===== src/rv32_isa_pkg.sv =====
`default_nettype none

package rv32_isa_pkg;

   localparam int XLEN_INSTR = 32;

   typedef logic [XLEN_INSTR-1:0] rv32_instr_t;
   typedef logic [4:0]            rv_reg_t;

   ////////////////////
   // major opcodes
   ////////////////////
   localparam logic [6:0] OPC_LOAD   = 7'h03;
   localparam logic [6:0] OPC_OP_IMM = 7'h13;
   localparam logic [6:0] OPC_STORE  = 7'h23;
   localparam logic [6:0] OPC_OP     = 7'h33;
   localparam logic [6:0] OPC_LUI    = 7'h37;
   localparam logic [6:0] OPC_BRANCH = 7'h63;
   localparam logic [6:0] OPC_JALR   = 7'h67;
   localparam logic [6:0] OPC_JAL    = 7'h6f;

   ////////////////////
   // funct3 / funct7
   ////////////////////
   localparam logic [2:0] F3_ADD   = 3'b000;   // also jalr
   localparam logic [2:0] F3_SLL   = 3'b001;
   localparam logic [2:0] F3_SR    = 3'b101;   // srl and sra
   localparam logic [2:0] F3_XOR   = 3'b100;
   localparam logic [2:0] F3_OR    = 3'b110;
   localparam logic [2:0] F3_AND   = 3'b111;
   localparam logic [2:0] F3_LW_SW = 3'b010;
   localparam logic [2:0] F3_BEQ   = 3'b000;
   localparam logic [2:0] F3_BNE   = 3'b001;

   localparam logic [6:0] F7_BASE    = 7'b0000000;
   localparam logic [6:0] F7_SUB_SRA = 7'b0100000;

   ////////////////////
   // fixed registers
   ////////////////////
   localparam rv_reg_t REG_ZERO = 5'd0;
   localparam rv_reg_t REG_RA   = 5'd1;   // link register
   localparam rv_reg_t REG_SP   = 5'd2;

   // all-zero word is the architecturally defined illegal instruction
   localparam rv32_instr_t RVC_ILLEGAL_EXP = '0;

endpackage

`default_nettype wire


===== src/rvc_pkg.sv =====
`default_nettype none

package rvc_pkg;

   typedef logic [1:0] c_quadrant_t;

   localparam c_quadrant_t Q0 = 2'b00;
   localparam c_quadrant_t Q1 = 2'b01;
   localparam c_quadrant_t Q2 = 2'b10;

   ////////////////////
   // compressed formats
   ////////////////////
   typedef struct packed {
      logic [3:0]  funct4;
      logic [4:0]  rd_rs1;
      logic [4:0]  rs2;
      c_quadrant_t op;
   } rvc_cr_t;

   typedef struct packed {
      logic [2:0]  funct3;
      logic        imm_hi;    // bit 12
      logic [4:0]  rd_rs1;
      logic [4:0]  imm_lo;    // bits 6:2
      c_quadrant_t op;
   } rvc_ci_t;

   typedef struct packed {
      logic [2:0]  funct3;
      logic [5:0]  imm;       // bits 12:7
      logic [4:0]  rs2;
      c_quadrant_t op;
   } rvc_css_t;

   typedef struct packed {
      logic [2:0]  funct3;
      logic [7:0]  imm;       // bits 12:5
      logic [2:0]  rd_p;
      c_quadrant_t op;
   } rvc_ciw_t;

   typedef struct packed {
      logic [2:0]  funct3;
      logic [2:0]  imm_hi;    // bits 12:10
      logic [2:0]  rs1_p;
      logic [1:0]  imm_lo;    // bits 6:5
      logic [2:0]  rd_p;
      c_quadrant_t op;
   } rvc_cl_t;

   typedef struct packed {
      logic [2:0]  funct3;
      logic [2:0]  imm_hi;
      logic [2:0]  rs1_p;
      logic [1:0]  imm_lo;
      logic [2:0]  rs2_p;
      c_quadrant_t op;
   } rvc_cs_t;

   typedef struct packed {
      logic [2:0]  funct3;
      logic [2:0]  off_hi;    // bits 12:10
      logic [2:0]  rs1_p;
      logic [4:0]  off_lo;    // bits 6:2
      c_quadrant_t op;
   } rvc_cb_t;

   typedef struct packed {
      logic [2:0]  funct3;
      logic [10:0] target;    // bits 12:2, scrambled offset
      c_quadrant_t op;
   } rvc_cj_t;

   typedef union packed {
      rvc_cr_t  cr;
      rvc_ci_t  ci;
      rvc_css_t css;
      rvc_ciw_t ciw;
      rvc_cl_t  cl;
      rvc_cs_t  cs;
      rvc_cb_t  cb;
      rvc_cj_t  cj;
   } rvc_word_u;

   ////////////////////
   // funct codes
   ////////////////////
   localparam logic [2:0] CF3_ADDI4SPN = 3'b000;   // quadrant 0
   localparam logic [2:0] CF3_LW       = 3'b010;
   localparam logic [2:0] CF3_SW       = 3'b110;

   localparam logic [2:0] CF3_ADDI     = 3'b000;   // quadrant 1
   localparam logic [2:0] CF3_LI       = 3'b010;
   localparam logic [2:0] CF3_LUI_SP   = 3'b011;   // lui or addi16sp
   localparam logic [2:0] CF3_ALU      = 3'b100;
   localparam logic [2:0] CF3_J        = 3'b101;
   localparam logic [2:0] CF3_BEQZ     = 3'b110;
   localparam logic [2:0] CF3_BNEZ     = 3'b111;

   localparam logic [2:0] CF3_SLLI     = 3'b000;   // quadrant 2
   localparam logic [2:0] CF3_LWSP     = 3'b010;
   localparam logic [2:0] CF3_JR_ADD   = 3'b100;
   localparam logic [2:0] CF3_SWSP     = 3'b110;

   // quadrant 1 arithmetic group, bits 11:10 then bits 6:5
   localparam logic [1:0] CF2_SRLI = 2'b00;
   localparam logic [1:0] CF2_SRAI = 2'b01;
   localparam logic [1:0] CF2_ANDI = 2'b10;
   localparam logic [1:0] CF2_REG  = 2'b11;
   localparam logic [1:0] CA_SUB   = 2'b00;
   localparam logic [1:0] CA_XOR   = 2'b01;
   localparam logic [1:0] CA_OR    = 2'b10;
   localparam logic [1:0] CA_AND   = 2'b11;

   localparam logic [1:0] CREG_BASE = 2'b01;   // x8..x15

endpackage

`default_nettype wire


===== src/rvc_expand_if.sv =====
`default_nettype none
`timescale 1ns/1ns

interface rvc_expand_if import rv32_isa_pkg::*; ();

   rv32_instr_t q0_exp;
   rv32_instr_t q1_exp;
   rv32_instr_t q2_exp;
   logic        q0_legal;
   logic        q1_legal;
   logic        q2_legal;

   modport exp_q0 (output q0_exp, output q0_legal);
   modport exp_q1 (output q1_exp, output q1_legal);
   modport exp_q2 (output q2_exp, output q2_legal);

   modport sel (
      input q0_exp,
      input q1_exp,
      input q2_exp,
      input q0_legal,
      input q1_legal,
      input q2_legal
   );

endinterface

`default_nettype wire


===== src/rvc_expand_q0.sv =====
`default_nettype none
`timescale 1ns/1ns

module rvc_expand_q0 import rv32_isa_pkg::*; import rvc_pkg::*; (
   input  rvc_word_u          rvc_word_i,
   rvc_expand_if.exp_q0       exp
);

   logic [11:0] imm_4spn;
   logic [11:0] off_lsw;
   rv_reg_t     rd_p;
   rv_reg_t     rs1_p;
   rv_reg_t     rs2_p;

   // nzuimm[5:4|9:6|2|3]
   assign imm_4spn = {2'b00, rvc_word_i.ciw.imm[5:2], rvc_word_i.ciw.imm[7:6],
                      rvc_word_i.ciw.imm[0], rvc_word_i.ciw.imm[1], 2'b00};

   // uimm[5:3] at 12:10, uimm[2|6] at 6:5
   assign off_lsw = {5'b00000, rvc_word_i.cl.imm_lo[0], rvc_word_i.cl.imm_hi,
                     rvc_word_i.cl.imm_lo[1], 2'b00};

   assign rd_p  = {CREG_BASE, rvc_word_i.ciw.rd_p};
   assign rs1_p = {CREG_BASE, rvc_word_i.cl.rs1_p};
   assign rs2_p = {CREG_BASE, rvc_word_i.cs.rs2_p};

   always_comb begin
      exp.q0_exp   = RVC_ILLEGAL_EXP;
      exp.q0_legal = 1'b0;
      case (rvc_word_i.ciw.funct3)
         CF3_ADDI4SPN: begin
            if (rvc_word_i.ciw.imm != '0) begin   // zero imm is reserved
               exp.q0_exp   = {imm_4spn, REG_SP, F3_ADD, rd_p, OPC_OP_IMM};
               exp.q0_legal = 1'b1;
            end
         end
         CF3_LW: begin
            exp.q0_exp   = {off_lsw, rs1_p, F3_LW_SW, {CREG_BASE, rvc_word_i.cl.rd_p}, OPC_LOAD};
            exp.q0_legal = 1'b1;
         end
         CF3_SW: begin
            exp.q0_exp   = {off_lsw[11:5], rs2_p, rs1_p, F3_LW_SW, off_lsw[4:0], OPC_STORE};
            exp.q0_legal = 1'b1;
         end
         default: ;   // ld/sd and reserved rows
      endcase
   end

endmodule

`default_nettype wire


===== src/rvc_expand_q1.sv =====
`default_nettype none
`timescale 1ns/1ns

module rvc_expand_q1 import rv32_isa_pkg::*; import rvc_pkg::*; (
   input  rvc_word_u          rvc_word_i,
   rvc_expand_if.exp_q1       exp
);

   logic [11:0] imm_ci;
   logic [11:0] imm_16sp;
   logic [19:0] imm_lui;
   logic [11:1] off_j;
   logic [8:1]  off_b;
   logic [2:0]  f3_b;
   rv_reg_t     rd;
   rv_reg_t     rd_p;
   rv_reg_t     rs2_p;

   ////////////////////
   // immediates
   ////////////////////
   assign imm_ci = {{6{rvc_word_i.ci.imm_hi}}, rvc_word_i.ci.imm_hi, rvc_word_i.ci.imm_lo};

   // nzimm[9|4|6|8:7|5], scaled by 16
   assign imm_16sp = {{3{rvc_word_i.ci.imm_hi}}, rvc_word_i.ci.imm_lo[2:1],
                      rvc_word_i.ci.imm_lo[3], rvc_word_i.ci.imm_lo[0],
                      rvc_word_i.ci.imm_lo[4], 4'b0000};

   assign imm_lui = {{14{rvc_word_i.ci.imm_hi}}, rvc_word_i.ci.imm_hi, rvc_word_i.ci.imm_lo};

   // offset[11|4|9:8|10|6|7|3:1|5]
   assign off_j = {rvc_word_i.cj.target[10], rvc_word_i.cj.target[6],
                   rvc_word_i.cj.target[8:7], rvc_word_i.cj.target[4],
                   rvc_word_i.cj.target[5], rvc_word_i.cj.target[0],
                   rvc_word_i.cj.target[9], rvc_word_i.cj.target[3:1]};

   // offset[8|4:3] and [7:6|2:1|5]
   assign off_b = {rvc_word_i.cb.off_hi[2], rvc_word_i.cb.off_lo[4:3],
                   rvc_word_i.cb.off_lo[0], rvc_word_i.cb.off_hi[1:0],
                   rvc_word_i.cb.off_lo[2:1]};

   assign f3_b  = (rvc_word_i.cb.funct3 == CF3_BNEZ) ? F3_BNE : F3_BEQ;

   assign rd    = rvc_word_i.ci.rd_rs1;
   assign rd_p  = {CREG_BASE, rvc_word_i.cb.rs1_p};
   assign rs2_p = {CREG_BASE, rvc_word_i.cs.rs2_p};

   always_comb begin
      exp.q1_exp   = RVC_ILLEGAL_EXP;
      exp.q1_legal = 1'b0;
      case (rvc_word_i.ci.funct3)
         CF3_ADDI: begin   // c.nop is addi x0, x0, 0
            exp.q1_exp   = {imm_ci, rd, F3_ADD, rd, OPC_OP_IMM};
            exp.q1_legal = 1'b1;
         end
         CF3_LI: begin
            exp.q1_exp   = {imm_ci, REG_ZERO, F3_ADD, rd, OPC_OP_IMM};
            exp.q1_legal = 1'b1;
         end
         CF3_LUI_SP: begin
            if ({rvc_word_i.ci.imm_hi, rvc_word_i.ci.imm_lo} != '0) begin
               exp.q1_legal = 1'b1;
               if (rd == REG_SP) begin
                  exp.q1_exp = {imm_16sp, REG_SP, F3_ADD, REG_SP, OPC_OP_IMM};
               end else begin
                  exp.q1_exp = {imm_lui, rd, OPC_LUI};
               end
            end
         end
         CF3_ALU: begin
            case (rvc_word_i.cb.off_hi[1:0])
               CF2_SRLI: begin
                  if (!rvc_word_i.cb.off_hi[2]) begin   // shamt[5] set is rv64 only
                     exp.q1_exp   = {F7_BASE, rvc_word_i.cb.off_lo, rd_p, F3_SR, rd_p, OPC_OP_IMM};
                     exp.q1_legal = 1'b1;
                  end
               end
               CF2_SRAI: begin
                  if (!rvc_word_i.cb.off_hi[2]) begin
                     exp.q1_exp   = {F7_SUB_SRA, rvc_word_i.cb.off_lo, rd_p, F3_SR, rd_p,
                                     OPC_OP_IMM};
                     exp.q1_legal = 1'b1;
                  end
               end
               CF2_ANDI: begin
                  exp.q1_exp   = {imm_ci, rd_p, F3_AND, rd_p, OPC_OP_IMM};
                  exp.q1_legal = 1'b1;
               end
               CF2_REG: begin
                  if (!rvc_word_i.cs.imm_hi[2]) begin   // bit 12 set is subw/addw
                     exp.q1_legal = 1'b1;
                     case (rvc_word_i.cs.imm_lo)
                        CA_SUB: exp.q1_exp = {F7_SUB_SRA, rs2_p, rd_p, F3_ADD, rd_p, OPC_OP};
                        CA_XOR: exp.q1_exp = {F7_BASE, rs2_p, rd_p, F3_XOR, rd_p, OPC_OP};
                        CA_OR:  exp.q1_exp = {F7_BASE, rs2_p, rd_p, F3_OR, rd_p, OPC_OP};
                        CA_AND: exp.q1_exp = {F7_BASE, rs2_p, rd_p, F3_AND, rd_p, OPC_OP};
                     endcase
                  end
               end
            endcase
         end
         CF3_J: begin
            exp.q1_exp   = {off_j[11], off_j[10:1], off_j[11], {8{off_j[11]}},
                            REG_ZERO, OPC_JAL};
            exp.q1_legal = 1'b1;
         end
         CF3_BEQZ, CF3_BNEZ: begin
            exp.q1_exp   = {off_b[8], {2{off_b[8]}}, off_b[8:5], REG_ZERO, rd_p, f3_b,
                            off_b[4:1], off_b[8], OPC_BRANCH};
            exp.q1_legal = 1'b1;
         end
         default: ;   // addiw row
      endcase
   end

endmodule

`default_nettype wire


===== src/rvc_expand_q2.sv =====
`default_nettype none
`timescale 1ns/1ns

module rvc_expand_q2 import rv32_isa_pkg::*; import rvc_pkg::*; (
   input  rvc_word_u          rvc_word_i,
   rvc_expand_if.exp_q2       exp
);

   logic [11:0] off_lwsp;
   logic [11:0] off_swsp;
   rv_reg_t     rd;
   rv_reg_t     rs2;
   rv_reg_t     link_rd;
   rv_reg_t     add_rs1;

   // uimm[5] at 12, uimm[4:2|7:6] at 6:2
   assign off_lwsp = {4'b0000, rvc_word_i.ci.imm_lo[1:0], rvc_word_i.ci.imm_hi,
                      rvc_word_i.ci.imm_lo[4:2], 2'b00};

   // uimm[5:2|7:6] at 12:7
   assign off_swsp = {4'b0000, rvc_word_i.css.imm[1:0], rvc_word_i.css.imm[5:2], 2'b00};

   assign rd  = rvc_word_i.cr.rd_rs1;
   assign rs2 = rvc_word_i.cr.rs2;

   // bit 12 turns jr into jalr and mv into add
   assign link_rd = rvc_word_i.cr.funct4[0] ? REG_RA : REG_ZERO;
   assign add_rs1 = rvc_word_i.cr.funct4[0] ? rd : REG_ZERO;

   always_comb begin
      exp.q2_exp   = RVC_ILLEGAL_EXP;
      exp.q2_legal = 1'b0;
      case (rvc_word_i.ci.funct3)
         CF3_SLLI: begin
            if (!rvc_word_i.ci.imm_hi) begin   // shamt[5] is rv64 only
               exp.q2_exp   = {F7_BASE, rvc_word_i.ci.imm_lo, rd, F3_SLL, rd, OPC_OP_IMM};
               exp.q2_legal = 1'b1;
            end
         end
         CF3_LWSP: begin
            if (rd != REG_ZERO) begin
               exp.q2_exp   = {off_lwsp, REG_SP, F3_LW_SW, rd, OPC_LOAD};
               exp.q2_legal = 1'b1;
            end
         end
         CF3_JR_ADD: begin
            if (rs2 == REG_ZERO) begin
               if (rd != REG_ZERO) begin   // rs1 = x0 is reserved or ebreak
                  exp.q2_exp   = {12'h000, rd, F3_ADD, link_rd, OPC_JALR};
                  exp.q2_legal = 1'b1;
               end
            end else begin
               exp.q2_exp   = {F7_BASE, rs2, add_rs1, F3_ADD, rd, OPC_OP};
               exp.q2_legal = 1'b1;
            end
         end
         CF3_SWSP: begin
            exp.q2_exp   = {off_swsp[11:5], rvc_word_i.css.rs2, REG_SP, F3_LW_SW,
                            off_swsp[4:0], OPC_STORE};
            exp.q2_legal = 1'b1;
         end
         default: ;   // ldsp, sdsp, fp rows
      endcase
   end

endmodule

`default_nettype wire


===== src/rvc_output_stage.sv =====
`default_nettype none
`timescale 1ns/1ns

module rvc_output_stage import rv32_isa_pkg::*; import rvc_pkg::*; (
   input  logic          clk_i,
   input  logic          rstn_i,
   input  logic          instr_ready_i,
   input  logic          is_compressed_i,
   input  c_quadrant_t   quadrant_i,
   input  rv32_instr_t   instr_i,
   rvc_expand_if.sel     exp,
   output rv32_instr_t   instr_decompressed_o,
   output logic          instr_decompressed_ready_o
);

   rv32_instr_t instr_sel;

   ////////////////////
   // result select
   ////////////////////
   always_comb begin
      instr_sel = instr_i;   // full-width word passes through
      if (is_compressed_i) begin
         case (quadrant_i)
            Q0:      instr_sel = exp.q0_legal ? exp.q0_exp : RVC_ILLEGAL_EXP;
            Q1:      instr_sel = exp.q1_legal ? exp.q1_exp : RVC_ILLEGAL_EXP;
            Q2:      instr_sel = exp.q2_legal ? exp.q2_exp : RVC_ILLEGAL_EXP;
            default: instr_sel = RVC_ILLEGAL_EXP;   // 11 is not a compressed quadrant
         endcase
      end
   end

   ////////////////////
   // output register
   ////////////////////
   always_ff @(posedge clk_i or negedge rstn_i) begin
      if (!rstn_i) begin
         instr_decompressed_o       <= '0;
         instr_decompressed_ready_o <= 1'b0;
      end else begin
         instr_decompressed_ready_o <= instr_ready_i;   // one pulse per strobe
         if (instr_ready_i) begin
            instr_decompressed_o <= instr_sel;          // holds otherwise
         end
      end
   end

endmodule

`default_nettype wire


===== src/rvc_decompressor_top.sv =====
`default_nettype none
`timescale 1ns/1ns

module rvc_decompressor_top import rv32_isa_pkg::*; (
   input  logic                  clk_i,
   input  logic                  rstn_i,
   input  logic                  instr_ready_i,
   input  logic                  is_compressed_i,
   input  logic [XLEN_INSTR-1:0] instr_i,
   output logic [XLEN_INSTR-1:0] instr_decompressed_o,
   output logic                  instr_decompressed_ready_o
);

   logic [15:0] c_word;   // compressed half of the input

   assign c_word = instr_i[15:0];

   rvc_expand_if expand_if ();

   rvc_expand_q0 rvc_expand_q0_inst (
      .rvc_word_i (c_word),
      .exp        (expand_if.exp_q0)
   );

   rvc_expand_q1 rvc_expand_q1_inst (
      .rvc_word_i (c_word),
      .exp        (expand_if.exp_q1)
   );

   rvc_expand_q2 rvc_expand_q2_inst (
      .rvc_word_i (c_word),
      .exp        (expand_if.exp_q2)
   );

   rvc_output_stage rvc_output_stage_inst (
      .clk_i                      (clk_i),
      .rstn_i                     (rstn_i),
      .instr_ready_i              (instr_ready_i),
      .is_compressed_i            (is_compressed_i),
      .quadrant_i                 (c_word[1:0]),
      .instr_i                    (instr_i),
      .exp                        (expand_if.sel),
      .instr_decompressed_o       (instr_decompressed_o),
      .instr_decompressed_ready_o (instr_decompressed_ready_o)
   );

endmodule

`default_nettype wire


===== config.mk =====
export PLATFORM = sky130hd
export DESIGN_NAME = rvc_decompressor_top
export DESIGN_NICKNAME = d
export VERILOG_FILES = /design/src/rv32_isa_pkg.sv /design/src/rvc_pkg.sv /design/src/rvc_expand_if.sv /design/src/rvc_expand_q0.sv /design/src/rvc_expand_q1.sv /design/src/rvc_expand_q2.sv /design/src/rvc_output_stage.sv /design/src/rvc_decompressor_top.sv
export SDC_FILE = /design/constraint.sdc
export NUM_CORES = 1
export LEC_CHECK = 0
export ABC_AREA = 1
export BUFFER_PORTS_ARGS = -buffer_cell sky130_fd_sc_hd__buf_2
export CAP_MARGIN = 5
export CORE_ASPECT_RATIO = 0.75
export CORE_MARGIN = 3
export CORE_UTILIZATION = 37
export CTS_BUF_LIST = sky130_fd_sc_hd__clkbuf_8 sky130_fd_sc_hd__clkbuf_16
export CTS_CLUSTER_DIAMETER = 40
export CTS_CLUSTER_SIZE = 30
export DETAILED_ROUTE_END_ITERATION = 6
export PLACE_DENSITY = 0.62
export SYNTH_ARGS = -nofsm -noshare
export SYNTH_HDL_FRONTEND = slang
export SYNTH_SLANG_ARGS = --single-unit

===== constraint.sdc =====
create_clock -name clk_i -period 2.1 [get_ports clk_i]
set_clock_uncertainty 0.1 [all_clocks]
set_input_delay 0.105 -clock clk_i [delete_from_list [all_inputs] [get_ports clk_i]]
set_output_delay 0.105 -clock clk_i [all_outputs]
set_load 0.02 [all_outputs]

# After elaboration in Yosys (flattened, before gate mapping)
# Index checks and enable logic that the tools add are counted.
# Widths: inputs -> output; s select.
[word_totals]
regBits = 33
in_bits = 36
output_inout_bits = 33
wordCells = 61
[op_classes]
n_eq_ne = 15
n_mux = 32
n_reduce_logical = 12
[op_table]
columns = ["operator", "n"]
rows = [
  ["$pmux 32 s4", 2],
  ["$mux 32", 6],
  ["$pmux 32 s6", 1],
  ["$pmux 28 s4", 1],
  ["$pmux 32 s3", 1],
  ["$pmux 30 s3", 1],
  ["$mux 25", 3],
  ["$mux 31", 1],
  ["$mux 30", 1],
  ["$mux 29", 1],
  ["$mux 28", 1],
  ["$mux 20", 1],
  ["$eq 3x3->1 const B", 4],
  ["$eq 2x2->1 const B", 5],
  ["$reduce_bool 8->1", 1],
  ["$mux 1", 7],
  ["$eq 2x1->1 const B", 3],
  ["$eq 3x2->1 const B", 2],
  ["$logic_not 2->1", 3],
  ["$reduce_bool 6->1", 1],
  ["$eq 5x2->1 const B", 1],
  ["$logic_not 5->1", 1],
  ["$mux 5", 1],
  ["$reduce_bool 5->1", 1],
  ["7 further kinds", 9],
]

# Depth between registers and ports, before layout
# Gate-level depths: netlist of run 1.
[depth]
ltp_word = 8
ltp_mapped = 13

# Modules after synthesis
# A second synthesis of run 1 with hierarchy kept.
[unflattened]
cells_unflattened = 789
area_unflattened_um2 = 4381.7
[modules_own_cells]
columns = ["mod", "instances", "cells_per_inst", "area_each_um2"]
rows = [
  ["rvc_output_stage", 1, 460, 2657.5],
  ["rvc_expand_q1", 1, 160, 880.8],
  ["rvc_expand_q2", 1, 96, 489.2],
  ["rvc_expand_q0", 1, 73, 354.1],
]

# Least setup slack after synthesis of run 1
# OpenSTA, ideal clock, no wires.
[synth_path]
path_kind = "input to register"
from = "input port instr_i[10]"
to = "register rvc_output_stage_inst.instr_decompressed_o[18]"
setup_ns = 0.122
t_arrival_ns = 1.200
t_required_ns = 1.878
path_slack_ns = 0.677
cell_stages = 11
cell_sequence = "buf_4 -> nor2_1 -> nand3_1 -> nand2_2 -> nand2_2 -> inv_1 -> nand2_1 -> o21ai_1 -> nand2_1 -> nand2_1 -> a21oi_1"
[synth_via]
elab_chain_cells = 7
elab_cells_between_ends = 29
cone_classes = "eq/ne (4); mux (21); reduce/logical (4)"
[synth_rtl]
columns = ["element", "line", "text"]
rows = [
  ["start: declaration", "rvc_decompressor_top.sv:9", "input logic [XLEN_INSTR-1:0] instr_i,"],
  ["$eq 2x1->1, or another cell as far along", "rvc_expand_q1.sv:71", "case (rvc_word_i.cb.off_hi[1:0])"],
  ["$reduce_or 3->1 (no source line), or another cell as far along", "n/a", ""],
  ["$pmux 1 s2, or another cell as far along", "rvc_expand_q1.sv:71", ""],
  ["$pmux 1 s3, or another cell as far along", "rvc_expand_q1.sv:51", "case (rvc_word_i.ci.funct3)"],
  ["$mux 32 (on tied branches)", "rvc_output_stage.sv:26, rvc_output_stage.sv:27", ""],
  ["$pmux 32 s3 (*)", "rvc_output_stage.sv:24", "case (quadrant_i)"],
  ["$mux 32 (*)", "rvc_output_stage.sv:23", "if (is_compressed_i) begin"],
  ["end signal: assignment", "rvc_output_stage.sv:43", "instr_decompressed_o <= instr_sel;"],
  ["end: declaration", "rvc_output_stage.sv:12", "output rv32_instr_t instr_decompressed_o,"],
]
# Every way passes the cells marked *; elsewhere a longest branch is shown, timed or not.
# A chain may end at the register's enable or synchronous reset.

# Worst setup path after layout of run 1
[layout_path]
from = "input port instr_i[11]"
to = "register rvc_output_stage_inst.instr_decompressed_o[25]"
[layout_via]
elab_chain_cells = 7
elab_cells_between_ends = 28
cone_classes = "eq/ne (4); mux (20); reduce/logical (4)"
[layout_rtl]
columns = ["element", "line"]
rows = [
  ["$eq 2x1->1, or another cell as far along", "rvc_expand_q1.sv:71"],
  ["$reduce_or 3->1 (no source line), or another cell as far along", "n/a"],
  ["$pmux 1 s2, or another cell as far along", "rvc_expand_q1.sv:71"],
  ["$pmux 1 s3, or another cell as far along", "rvc_expand_q1.sv:51"],
  ["$mux 32 (on tied branches)", "rvc_output_stage.sv:26, rvc_output_stage.sv:27"],
  ["$pmux 32 s3 (*)", "rvc_output_stage.sv:24"],
  ["$mux 32 (*)", "rvc_output_stage.sv:23"],
]
# Marks and branches as above.

==> flow_summary.ini, run 1 <==
[placement]
place_inst = 687
dp_hpwl_um = 10720
gp_congestion = 1.091
placed_cell_area_um2 = 3636
io_buffers = 68

[run]
max_cap_violations = 0

[clocking]
cts-root-buf = clkbuf_8
clkSinkCount = 33
cts_max_level = 2
clock_latency_ps = 290
path_clk_slew_ps = 80
cts_buffers = 5
cts_tree = built
cts_buffer_depth = 2

[die]
dieArea_um2 = 9489
core_area_um2 = 7988
die_h_um = 85.12
die_x_um = 111.5
initial_core_util_pct = 38.66
ios = 69
rows = 28

[sta]
slew_headroom_pct = 47.82
setup_violations = 0
finalCritPeriodShare_pct = 81.79
fin_tns_setup_ps = 0
maxSlewViolCount = 0
timing.hold.ws_ps = 10.35
fin_crit_ps = 1718
tightest_slew_ps = 782.7
finalHoldViolCount = 0
rsz0062_at_grt = false
fmax_ghz = 0.5822

[critical_path]
crit_fanout = 8
end_kind = flip-flop
startpoint_type = input pin
r2r_start = rvc_output_stage_inst.instr_decompressed_o[7]$_DFFE_PN0P_
reg2reg_setup_slack_ps = 1120
required_ps = 2220
arrival_ps = 1840
r2r-end = rvc_output_stage_inst.instr_decompressed_o[7]$_DFFE_PN0P_
path_class = in2reg
r2r_cells = 3

[route]
first_pass_iters = 5
viasPerCell = 5.698
route.detailed.drc = 0
drt_first_iter_violations = 498
antenna_left = 0
drt-total-wl_um = 13940
dr_total_vias = 3966
avgRoutedWirePerCell_um = 20.03

[synthesis]
synthTopCellsByCount = nand2_1 (145), a21oi_1 (75), nand3_1 (60), nor2_1 (53), inv_1 (35)
async_flop_share_pct = 100.0
synth_area_um2 = 3088
synth_top_area_share_pct = 26.74
synth_seq_cells = 33
syn-instance-count = 516
synth-main-ff-cell = dfrtp_1
ys_top_cells_by_area = dfrtp_1 (27%), nand2_1 (18%), a21oi_1 (12%)
ys_types = 35
synth_warnings = 0
syn_nets = 552
avgSynthCellArea_um2 = 5.984
synth-seq-area-share_pct = 26.74
synth_top_cell_by_area = dfrtp_1
synth_edf_count = 0
synth.most_common_cell = nand2_1

[cells_and_area]
area_growth_pct = 21.84
nFillCells = 893
fin_area_um2 = 3762
nets = 626
utilization_pct = 47.10
stdcell_count = 696
n_antenna_cell = 0
seq_area_um2 = 825.8
drive_gt1_share_pct = 21.83
multi_input_area_um2 = 1956

[hold_path]
hold_path_class = in2reg
hold_start = instr_i[19]
holdPathStages = 3
holdPathEnd = rvc_output_stage_inst.instr_decompressed_o[19]$_DFFE_PN0P_

[grt]
grt_first_pass_wirelength_um = 21790
grt_max_degree = 37
grt_pass1_vias = 3887
antenna_found_initial = 0
grt_usage_pct = 29.48
grt-ovfl-total = 0

[power_and_ir_drop]
power.leakage_nw = 1.937
powerDensity_nw_per_um2 = 556.4
ir_drop_mv = 0.3530

[run_status]
status = finished, final reports clean
## per-stage QoR
| step | power, W | setup slack [ps] |
|---|---|---|
| 3_5_place_dp | 0.001449 | 155.2 |
| 2_1_floorplan | 0.001165 | 677.2 |
| 3_3_place_gp | 0.001450 | 112.5 |
| 4_1_cts | 0.002105 | 448.8 |
| 5_1_grt | 0.002206 | 293.4 |
| 6_report | 0.002094 | 382.5 |
## cells in the final DEF (no fill, tap or decap)
master / instances
clkinv_1: 2
buf_12: 1
o22a_1: 1
nand3_2: 3
a31oi_1: 6
buf_2: 68
nand4_1: 3
nand2_4: 4
nor2_2: 2
nand3_4: 1
nor3_1: 3
dlygate4sd3_1: 1
or2_2: 1
clkbuf_8: 6
a21oi_2: 1
a22oi_1: 2
nand2_2: 4
inv_4: 1
inv_1: 36
dfrtp_1: 33
a21oi_1: 75
buf_4: 26
bufinv_16: 1
o211ai_1: 8
o21ai_1: 4
inv_2: 6
nor2_1: 53
nand3_1: 60
nand3b_1: 3
nor2_4: 4
nand2_1: 145
o21ai_0: 21
o22ai_1: 3
o2111ai_1: 2
o31ai_1: 1
## flip-flops by register name, summed over array words and instances (netlist names)
name / flops
rvc_output_stage_inst.instr_decompressed_ready_o: 1
rvc_output_stage_inst.instr_decompressed_o: 32
## final cells by class
| type | instances | share of cell area [%] |
|---|---|---|
| clock inverters | 2 | 0.8979 |
| well taps | 105 | 3.492 |
| multi-input cells | 410 | 51.98 |
| clock buffers | 6 | 2.195 |
| flip-flops and latches | 33 | 21.95 |
| repair buffers | 96 | 15.03 |
| inverters | 44 | 4.456 |
## power breakdown
group	switching, W	internal, W
registers	0.0000343	0.000701
logic	0.000491	0.000223
clock network	0.000261	0.000383
total	0.000787	0.00131
## cell families after synthesis
logic type | after synthesis | share of synthesized area [%]
buf+inv | 73 | 9.927
compound gates | 124 | 21.84
simple gates | 286 | 41.49
flops | 33 | 26.74
## worst max-delay path by stage
| stage | startpoint | endpoint | slack, ps | cells after the start |
|---|---|---|---|---|
| global route | instr_i[15] | rvc_output_stage_inst.instr_decompressed_o[16]$_DFFE_PN0P_ | 290 | 11 |
| CTS | instr_i[15] | rvc_output_stage_inst.instr_decompressed_o[21]$_DFFE_PN0P_ | 450 | 9 |
| global placement | instr_i[11] | rvc_output_stage_inst.instr_decompressed_o[25]$_DFFE_PN0P_ | 110 | 10 |
| floorplan | instr_i[10] | rvc_output_stage_inst.instr_decompressed_o[18]$_DFFE_PN0P_ | 680 | 11 |
| finish | instr_i[11] | rvc_output_stage_inst.instr_decompressed_o[25]$_DFFE_PN0P_ | 380 | 10 |
| detailed placement | instr_i[15] | rvc_output_stage_inst.instr_decompressed_o[21]$_DFFE_PN0P_ | 160 | 9 |
## worst max-delay path, stage by stage
cell and delay [ps]:
buf_2 100, nor2_1 230, nand3_1 350, nand2_1 270
nand2_1 130, o21ai_0 300, nand2_1 90, nand2_1 70
nand2_1 50, a21oi_1 140
## layer usage
| metal | up-vias | share of wire (%) | track usage (%) |
|---|---|---|---|
| li1 | 1863 | - | - |
| met1 | 1821 | 43 | 39.14 |
| met2 | 243 | 43 | 45.98 |
| met3 | 39 | 11 | 9.266 |
| met4 | 0 | 2.7 | 9.503 |
| met5 | - | 0 | 0 |
## what timing repair did
item                      in CTS  in global routing
hold endpoints to repair      33                  0
hold buffers                   1                  0
buffers inserted               0                  0
gates resized for setup        0                  0
Power figures use the tool's default switching activity.
==> inputs of run 2 (changes only) <==
==> constraint.sdc (replaced) <==
create_clock -name clk_i -period 1.8 [get_ports clk_i]
set_clock_uncertainty 0.1 [all_clocks]
set_input_delay 0.09 -clock clk_i [delete_from_list [all_inputs] [get_ports clk_i]]
set_output_delay 0.09 -clock clk_i [all_outputs]
set_load 0.02 [all_outputs]
==> flow_summary.ini, run 2 (same netlist as run 1, synthesis figures left out) <==
[sta]
setup_violations = 0
setup_ws_ps = 335.3
fin_tns_setup_ps = 0
finalCritPeriodShare_pct = 81.37
timing.hold.ws_ps = -1.405
fmax_ghz = 0.6828
fin_crit_ps = 1465
slew_headroom_pct = 50.39
maxSlewViolCount = 0
tightest_slew_ps = 744.1
rsz0062_at_grt = false
finalHoldViolCount = 1

[die]
rows = 28
dieArea_um2 = 9489
core_area_um2 = 7988
initial_core_util_pct = 38.66
ios = 69
die_x_um = 111.5
die_h_um = 85.12

[clocking]
clkSinkCount = 33
postCtsSetupBuffers = 0
cts_tree = built
cts_max_level = 2
clock_latency_ps = 290
cts-root-buf = clkbuf_8
path_clk_slew_ps = 70
cts_buffer_depth = 2
cts_buffers = 5

[critical_path]
arrival_ps = 1540
critPathMostFrequentCell = nand2_1
r2r_cells = 3
path_class = in2reg
cp_cell_sequence = buf_2 > nor2_1 > nand3_1 > nand2_1 > nand2_1 > o21ai_0 > nand3b_1 > nand2_1 > a21oi_1
cpPeakStageDelay_ps = 350
required_ps = 1880
r2r-end = rvc_output_stage_inst.instr_decompressed_o[7]$_DFFE_PN0P_
r2r_start = rvc_output_stage_inst.instr_decompressed_o[7]$_DFFE_PN0P_
critPathSlowestCell = nand3_1
crit_fanout = 8
startpoint_type = input pin
cp-startpoint = instr_i[10]
reg2reg_setup_slack_ps = 850
end_kind = flip-flop

[cells_and_area]
nets = 673
top_regs = rvc_output_stage_inst.instr_decompressed_o: 32 flops, rvc_output_stage_inst.instr_decompressed_ready_o: 1 flops
nFillCells = 846
area_growth_pct = 34.89
n_antenna_cell = 0
final_cell_mix = nand2_1 (145), a21oi_1 (75), buf_2 (68)
drive_gt1_share_pct = 26.80
largest_register_ffs = 32
regMostFlops = rvc_output_stage_inst.instr_decompressed_o
final_common_cell = nand2_1
utilization_pct = 52.15

[power_and_ir_drop]
power.leakage_nw = 2.161
ir_drop_mv = 0.3563
powerDensity_nw_per_um2 = 577.4

[grt]
grt-ovfl-total = 0
grt_pass1_vias = 3892
antenna_found_initial = 0
grt_max_degree = 36
grt_usage_pct = 30.07
grt_first_pass_wirelength_um = 22200

[run_status]
status = finished, violations left
violations = hold timing

[placement]
gp_congestion = 1.048
dp_hpwl_um = 11260
pre_cts_ws_ps = 50.21
io_buffers = 68

[hold_path]
holdPathStages = 3
hold_path_class = in2reg
hold_start = instr_i[19]
holdPathEnd = rvc_output_stage_inst.instr_decompressed_o[19]$_DFFE_PN0P_

[route]
viasPerCell = 5.619
drt_first_iter_violations = 453
avgRoutedWirePerCell_um = 19.26
dr_total_vias = 4175
antenna_left = 0
first_pass_iters = 5
drt-total-wl_um = 14310
route.detailed.drc = 0

[run]
max_cap_violations = 0
[run 2: worst max-delay path by stage]
stage	end	slack, ps	cells after the start
finish	rvc_output_stage_inst.instr_decompressed_o[1]$_DFFE_PN0P_	340	9
global route	rvc_output_stage_inst.instr_decompressed_o[1]$_DFFE_PN0P_	170	9
CTS	rvc_output_stage_inst.instr_decompressed_o[1]$_DFFE_PN0P_	350	9
detailed placement	rvc_output_stage_inst.instr_decompressed_o[1]$_DFFE_PN0P_	50	9
global placement	rvc_output_stage_inst.instr_decompressed_o[1]$_DFFE_PN0P_	70	9
floorplan	rvc_output_stage_inst.instr_decompressed_o[18]$_DFFE_PN0P_	390	11
[run 2: worst max-delay path, delay by kind of cell]
family | cells | cell delay (ps)
simple gates | 6 | 1020
compound gates | 2 | 320
buf+inv | 1 | 120
[run 2: cell type report]
cell class / instances / area [um^2] / share of cell area [%]
flip-flops and latches: 33 / 825.8 / 19.83
inverters: 44 / 167.7 / 4.025
well taps: 105 / 131.4 / 3.154
multi-input cells: 410 / 1956 / 46.95
clock buffers: 7 / 96.34 / 2.313
repair buffers: 143 / 983.4 / 23.61
clock inverters: 1 / 5.005 / 0.1202
[run 2: through the flow]
stage          power, W  instances  area [um^2]
6_report       0.002405        743         4165
2_1_floorplan  0.001359        516         3088
5_1_grt        0.002524        743         4165
4_1_cts        0.002401        743         4165
3_5_place_dp   0.001755        728         3994
3_3_place_gp   0.001754        728         3994
[run 2: routing by layer]
metal | track usage, % | up-vias | part of all wire [%] | wire length, um
met2 | 46.80 | 211 | 44 | 6258
met5 | 0 | - | 0 | 0
met4 | 5.967 | 0 | 1.6 | 225
met1 | 43.08 | 1975 | 46 | 6626
li1 | - | 1966 | - | -
met3 | 6.914 | 23 | 8.4 | 1198
[run 2: what timing repair did]
action	in CTS	in global routing
endpoints found under the setup margin	0	0
hold buffers	7	0
hold endpoints to repair	39	0
gates resized for setup	0	0
[run 2: report_power, final]
group | switching, W | total, W | leakage [nW] | internal (W)
combinational | 0.000588 | 0.000909 | 1.72 | 0.000322
sequential | 0.0000400 | 0.000858 | 0.389 | 0.000818
clock | 0.000292 | 0.000638 | 0.0542 | 0.000346
==> inputs of run 3 (changes only) <==
--- a/config.mk
+++ b/config.mk
@@ -5,7 +5,7 @@
 export SDC_FILE = /design/constraint.sdc
 export NUM_CORES = 1
 export LEC_CHECK = 0
-export ABC_AREA = 1
+export ABC_AREA = 0
 export BUFFER_PORTS_ARGS = -buffer_cell sky130_fd_sc_hd__buf_2
 export CAP_MARGIN = 5
 export CORE_ASPECT_RATIO = 0.75
==> constraint.sdc (replaced) <==
create_clock -name clk_i -period 1.5 [get_ports clk_i]
set_clock_uncertainty 0.1 [all_clocks]
set_input_delay 0.075 -clock clk_i [delete_from_list [all_inputs] [get_ports clk_i]]
set_output_delay 0.075 -clock clk_i [all_outputs]
set_load 0.02 [all_outputs]
==> flow_summary.ini, run 3 <==
[placement]
dp_hpwl_um = 11520
io_buffers = 68
gp_congestion = 0.9663

[critical_path]
path_class = in2reg
arrival_ps = 1740
end_kind = flip-flop
startpoint_type = input pin
required_ps = 1560
crit_fanout = 7

[route]
m1WireLength_um = 6305
dr_total_vias = 4186
avgRoutedWirePerCell_um = 22.47
drt_first_iter_violations = 475
dr_wl_met3_um = 1936
first_pass_iters = 5
route.detailed.drc = 0
viasPerCell = 6.229
routed.top_layer = met4
wl_met2_um = 6451
antenna_left = 0
drt-total-wl_um = 15100

[power_and_ir_drop]
intPower_w = 0.001846
p_total_w = 0.003000
comb_power_share_pct = 44.0
switchingPower_w = 0.001154
power_frac_seq_pct = 34.4
clkPwrFrac_pct = 21.5
ir_drop_mv = 0.3599
power.leakage_nw = 2.167
p_sw_share_pct = 38.46
powerDensity_nw_per_um2 = 628.7

[grt]
antenna_found_initial = 0
grt_max_degree = 34
grt-ovfl-total = 0
grt_first_pass_wirelength_um = 22600
grt_usage_pct = 32.36
grt_pass1_vias = 4072

[synthesis]
synth_seq_cells = 33
syn-instance-count = 406
yosys.area_share.simple_pct = 23.94
synth.most_common_cell = nor2_1
synthXorXnorAreaFrac_pct = 0
async_flop_share_pct = 100.0
synth_edf_count = 0
synth_compound_area_share_pct = 40.68
synthTopCellsByCount = nor2_1 (39), a21oi_1 (37), nand2_1 (34), dfrtp_1 (33), o21ai_0 (29)
synth-adder-area-share_pct = 0
synth_top_area_share_pct = 27.77
synth_top_family_by_area = compound AO/OA/AOI/OAI gates
synth_warnings = 0
synth_area_um2 = 2974
synth-seq-area-share_pct = 27.77
synth_top_cell_by_area = dfrtp_1
syn_nets = 442
avgSynthCellArea_um2 = 7.325
ys_types = 60
synth_mux_area_share_pct = 0.7152
synth-main-ff-cell = dfrtp_1
ys_top_cells_by_area = dfrtp_1 (28%), a21oi_1 (6.2%), nor2_1 (4.9%)

[sta]
tightest_slew_ps = 810.4
fin_crit_ps = 1680
timing.hold.ws_ps = -6.431
finalHoldViolCount = 1
setup_ws_ps = -180.3
slew_headroom_pct = 45.97
finalCritPeriodShare_pct = 112.0
maxSlewViolCount = 0
fmax_ghz = 0.5951
setup_violations = 24
rsz0062_at_grt = true

[cells_and_area]
final_cell_mix = buf_4 (110), buf_2 (62), nor2_1 (34)
nets = 608
nFillCells = 676
drive_gt1_share_pct = 45.53
n_antenna_cell = 0
top_regs = rvc_output_stage_inst.instr_decompressed_o: 32 flops, rvc_output_stage_inst.instr_decompressed_ready_o: 1 flops
area_growth_pct = 60.41
regMostFlops = rvc_output_stage_inst.instr_decompressed_o
final_common_cell = buf_4
utilization_pct = 63.05
largest_register_ffs = 32

[clocking]
clock_latency_ps = 280
cts_tree = built
cts_buffer_depth = 2
cts-root-buf = clkbuf_8
cts_buffers = 5
path_clk_slew_ps = 70
cts_max_level = 2
clkSinkCount = 33

[die]
initial_core_util_pct = 39.30
ios = 69
die_h_um = 83.65
dieArea_um2 = 9161
rows = 27
die_x_um = 109.5
core_area_um2 = 7567

[run]
max_cap_violations = 0

[run_status]
violations = hold timing, setup timing
status = finished, violations left

[hold_path]
hold_path_class = in2reg
==> run 3: power by group through the flow <==
stage	sequential, W	combinational, W	clock (W)
after floorplan	0.00116	0.000499	0
after global placement	0.00104	0.00118	0
after detailed placement	0.00105	0.00118	0
after CTS	0.00103	0.00124	0.000638
after global routing	0.00104	0.00140	0.000682
final	0.00103	0.00132	0.000646
==> run 3: path summary, 6_finish.rpt <==
check / startpoint / to / slack, ps / cells after the start
max in group asynchronous: rstn_i / rvc_output_stage_inst.instr_decompressed_o[27]$_DFFE_PN0P_ / 460 / 2
hold / removal: instr_i[16] / rvc_output_stage_inst.instr_decompressed_o[16]$_DFFE_PN0P_ / -6 / 3
min in group asynchronous: rstn_i / rvc_output_stage_inst.instr_decompressed_o[12]$_DFFE_PN0P_ / 310 / 2
setup reg to reg: rvc_output_stage_inst.instr_decompressed_o[28]$_DFFE_PN0P_ / rvc_output_stage_inst.instr_decompressed_o[28]$_DFFE_PN0P_ / 330 / 4
hold reg to reg: rvc_output_stage_inst.instr_decompressed_o[3]$_DFFE_PN0P_ / rvc_output_stage_inst.instr_decompressed_o[3]$_DFFE_PN0P_ / 430 / 2
setup / recovery: instr_i[2] / rvc_output_stage_inst.instr_decompressed_o[5]$_DFFE_PN0P_ / -180 / 7
==> run 3: timing repair <==
action | in CTS | in global routing
hold buffers | 7 | 0
pin swaps | 19 | 21
buffers inserted | 6 | 5
resized for setup | 31 | 38
setup endpoints to repair | 26 | 32
hold endpoints to repair | 39 | 0
==> run 3: metal layers <==
metal	vias up	track usage (%)
met3	45	9.203
met2	274	47.20
met4	0	8.834
met1	2000	46.34
li1	1867	-
met5	-	0
==> run 3: kinds of logic (layout without fill, tap and decap cells) <==
family / after synthesis / in the layout
compound gates: 180 / 180
simple gates: 139 / 139
buf+inv: 52 / 217
flops: 33 / 33
mux: 2 / 2
==> run 3: metrics by stage <==
stage	instance area, um^2	worst slack (ps)	setup TNS [ps]	std cells	hold slack, ps
final	4771	-180.3	-2158	672	-6.431
after global routing	4771	-232.6	-3332	672	24.79
after CTS	4608	-160.0	-1513	671	2.099
after detailed placement	4287	-502.0	-11680	652	101.4
after global placement	4287	-487.5	-11620	652	81.52
after floorplan	3123	-230.9	-3081	406	-320.6
==> run 3: cell type report <==
| cell class | instances | area (um^2) | share of cell area, % |
|---|---|---|---|
| Clock buffer | 5 | 68.82 | 1.442 |
| Tap cell | 101 | 126.4 | 2.649 |
| Timing Repair Buffer | 200 | 1464 | 30.68 |
| Clock inverter | 1 | 5.005 | 0.1049 |
| Sequential cell | 33 | 825.8 | 17.31 |
| Inverter | 11 | 41.29 | 0.8655 |
| Multi-Input combinational cell | 321 | 2240 | 46.94 |
==> run 3: critical path, cell delays in order <==
cell,delay [ps]
buf_8,100
or4_4,610
o21ai_4,230
a21boi_4,130
and2_4,180
a222oi_1,270
a21oi_1,120
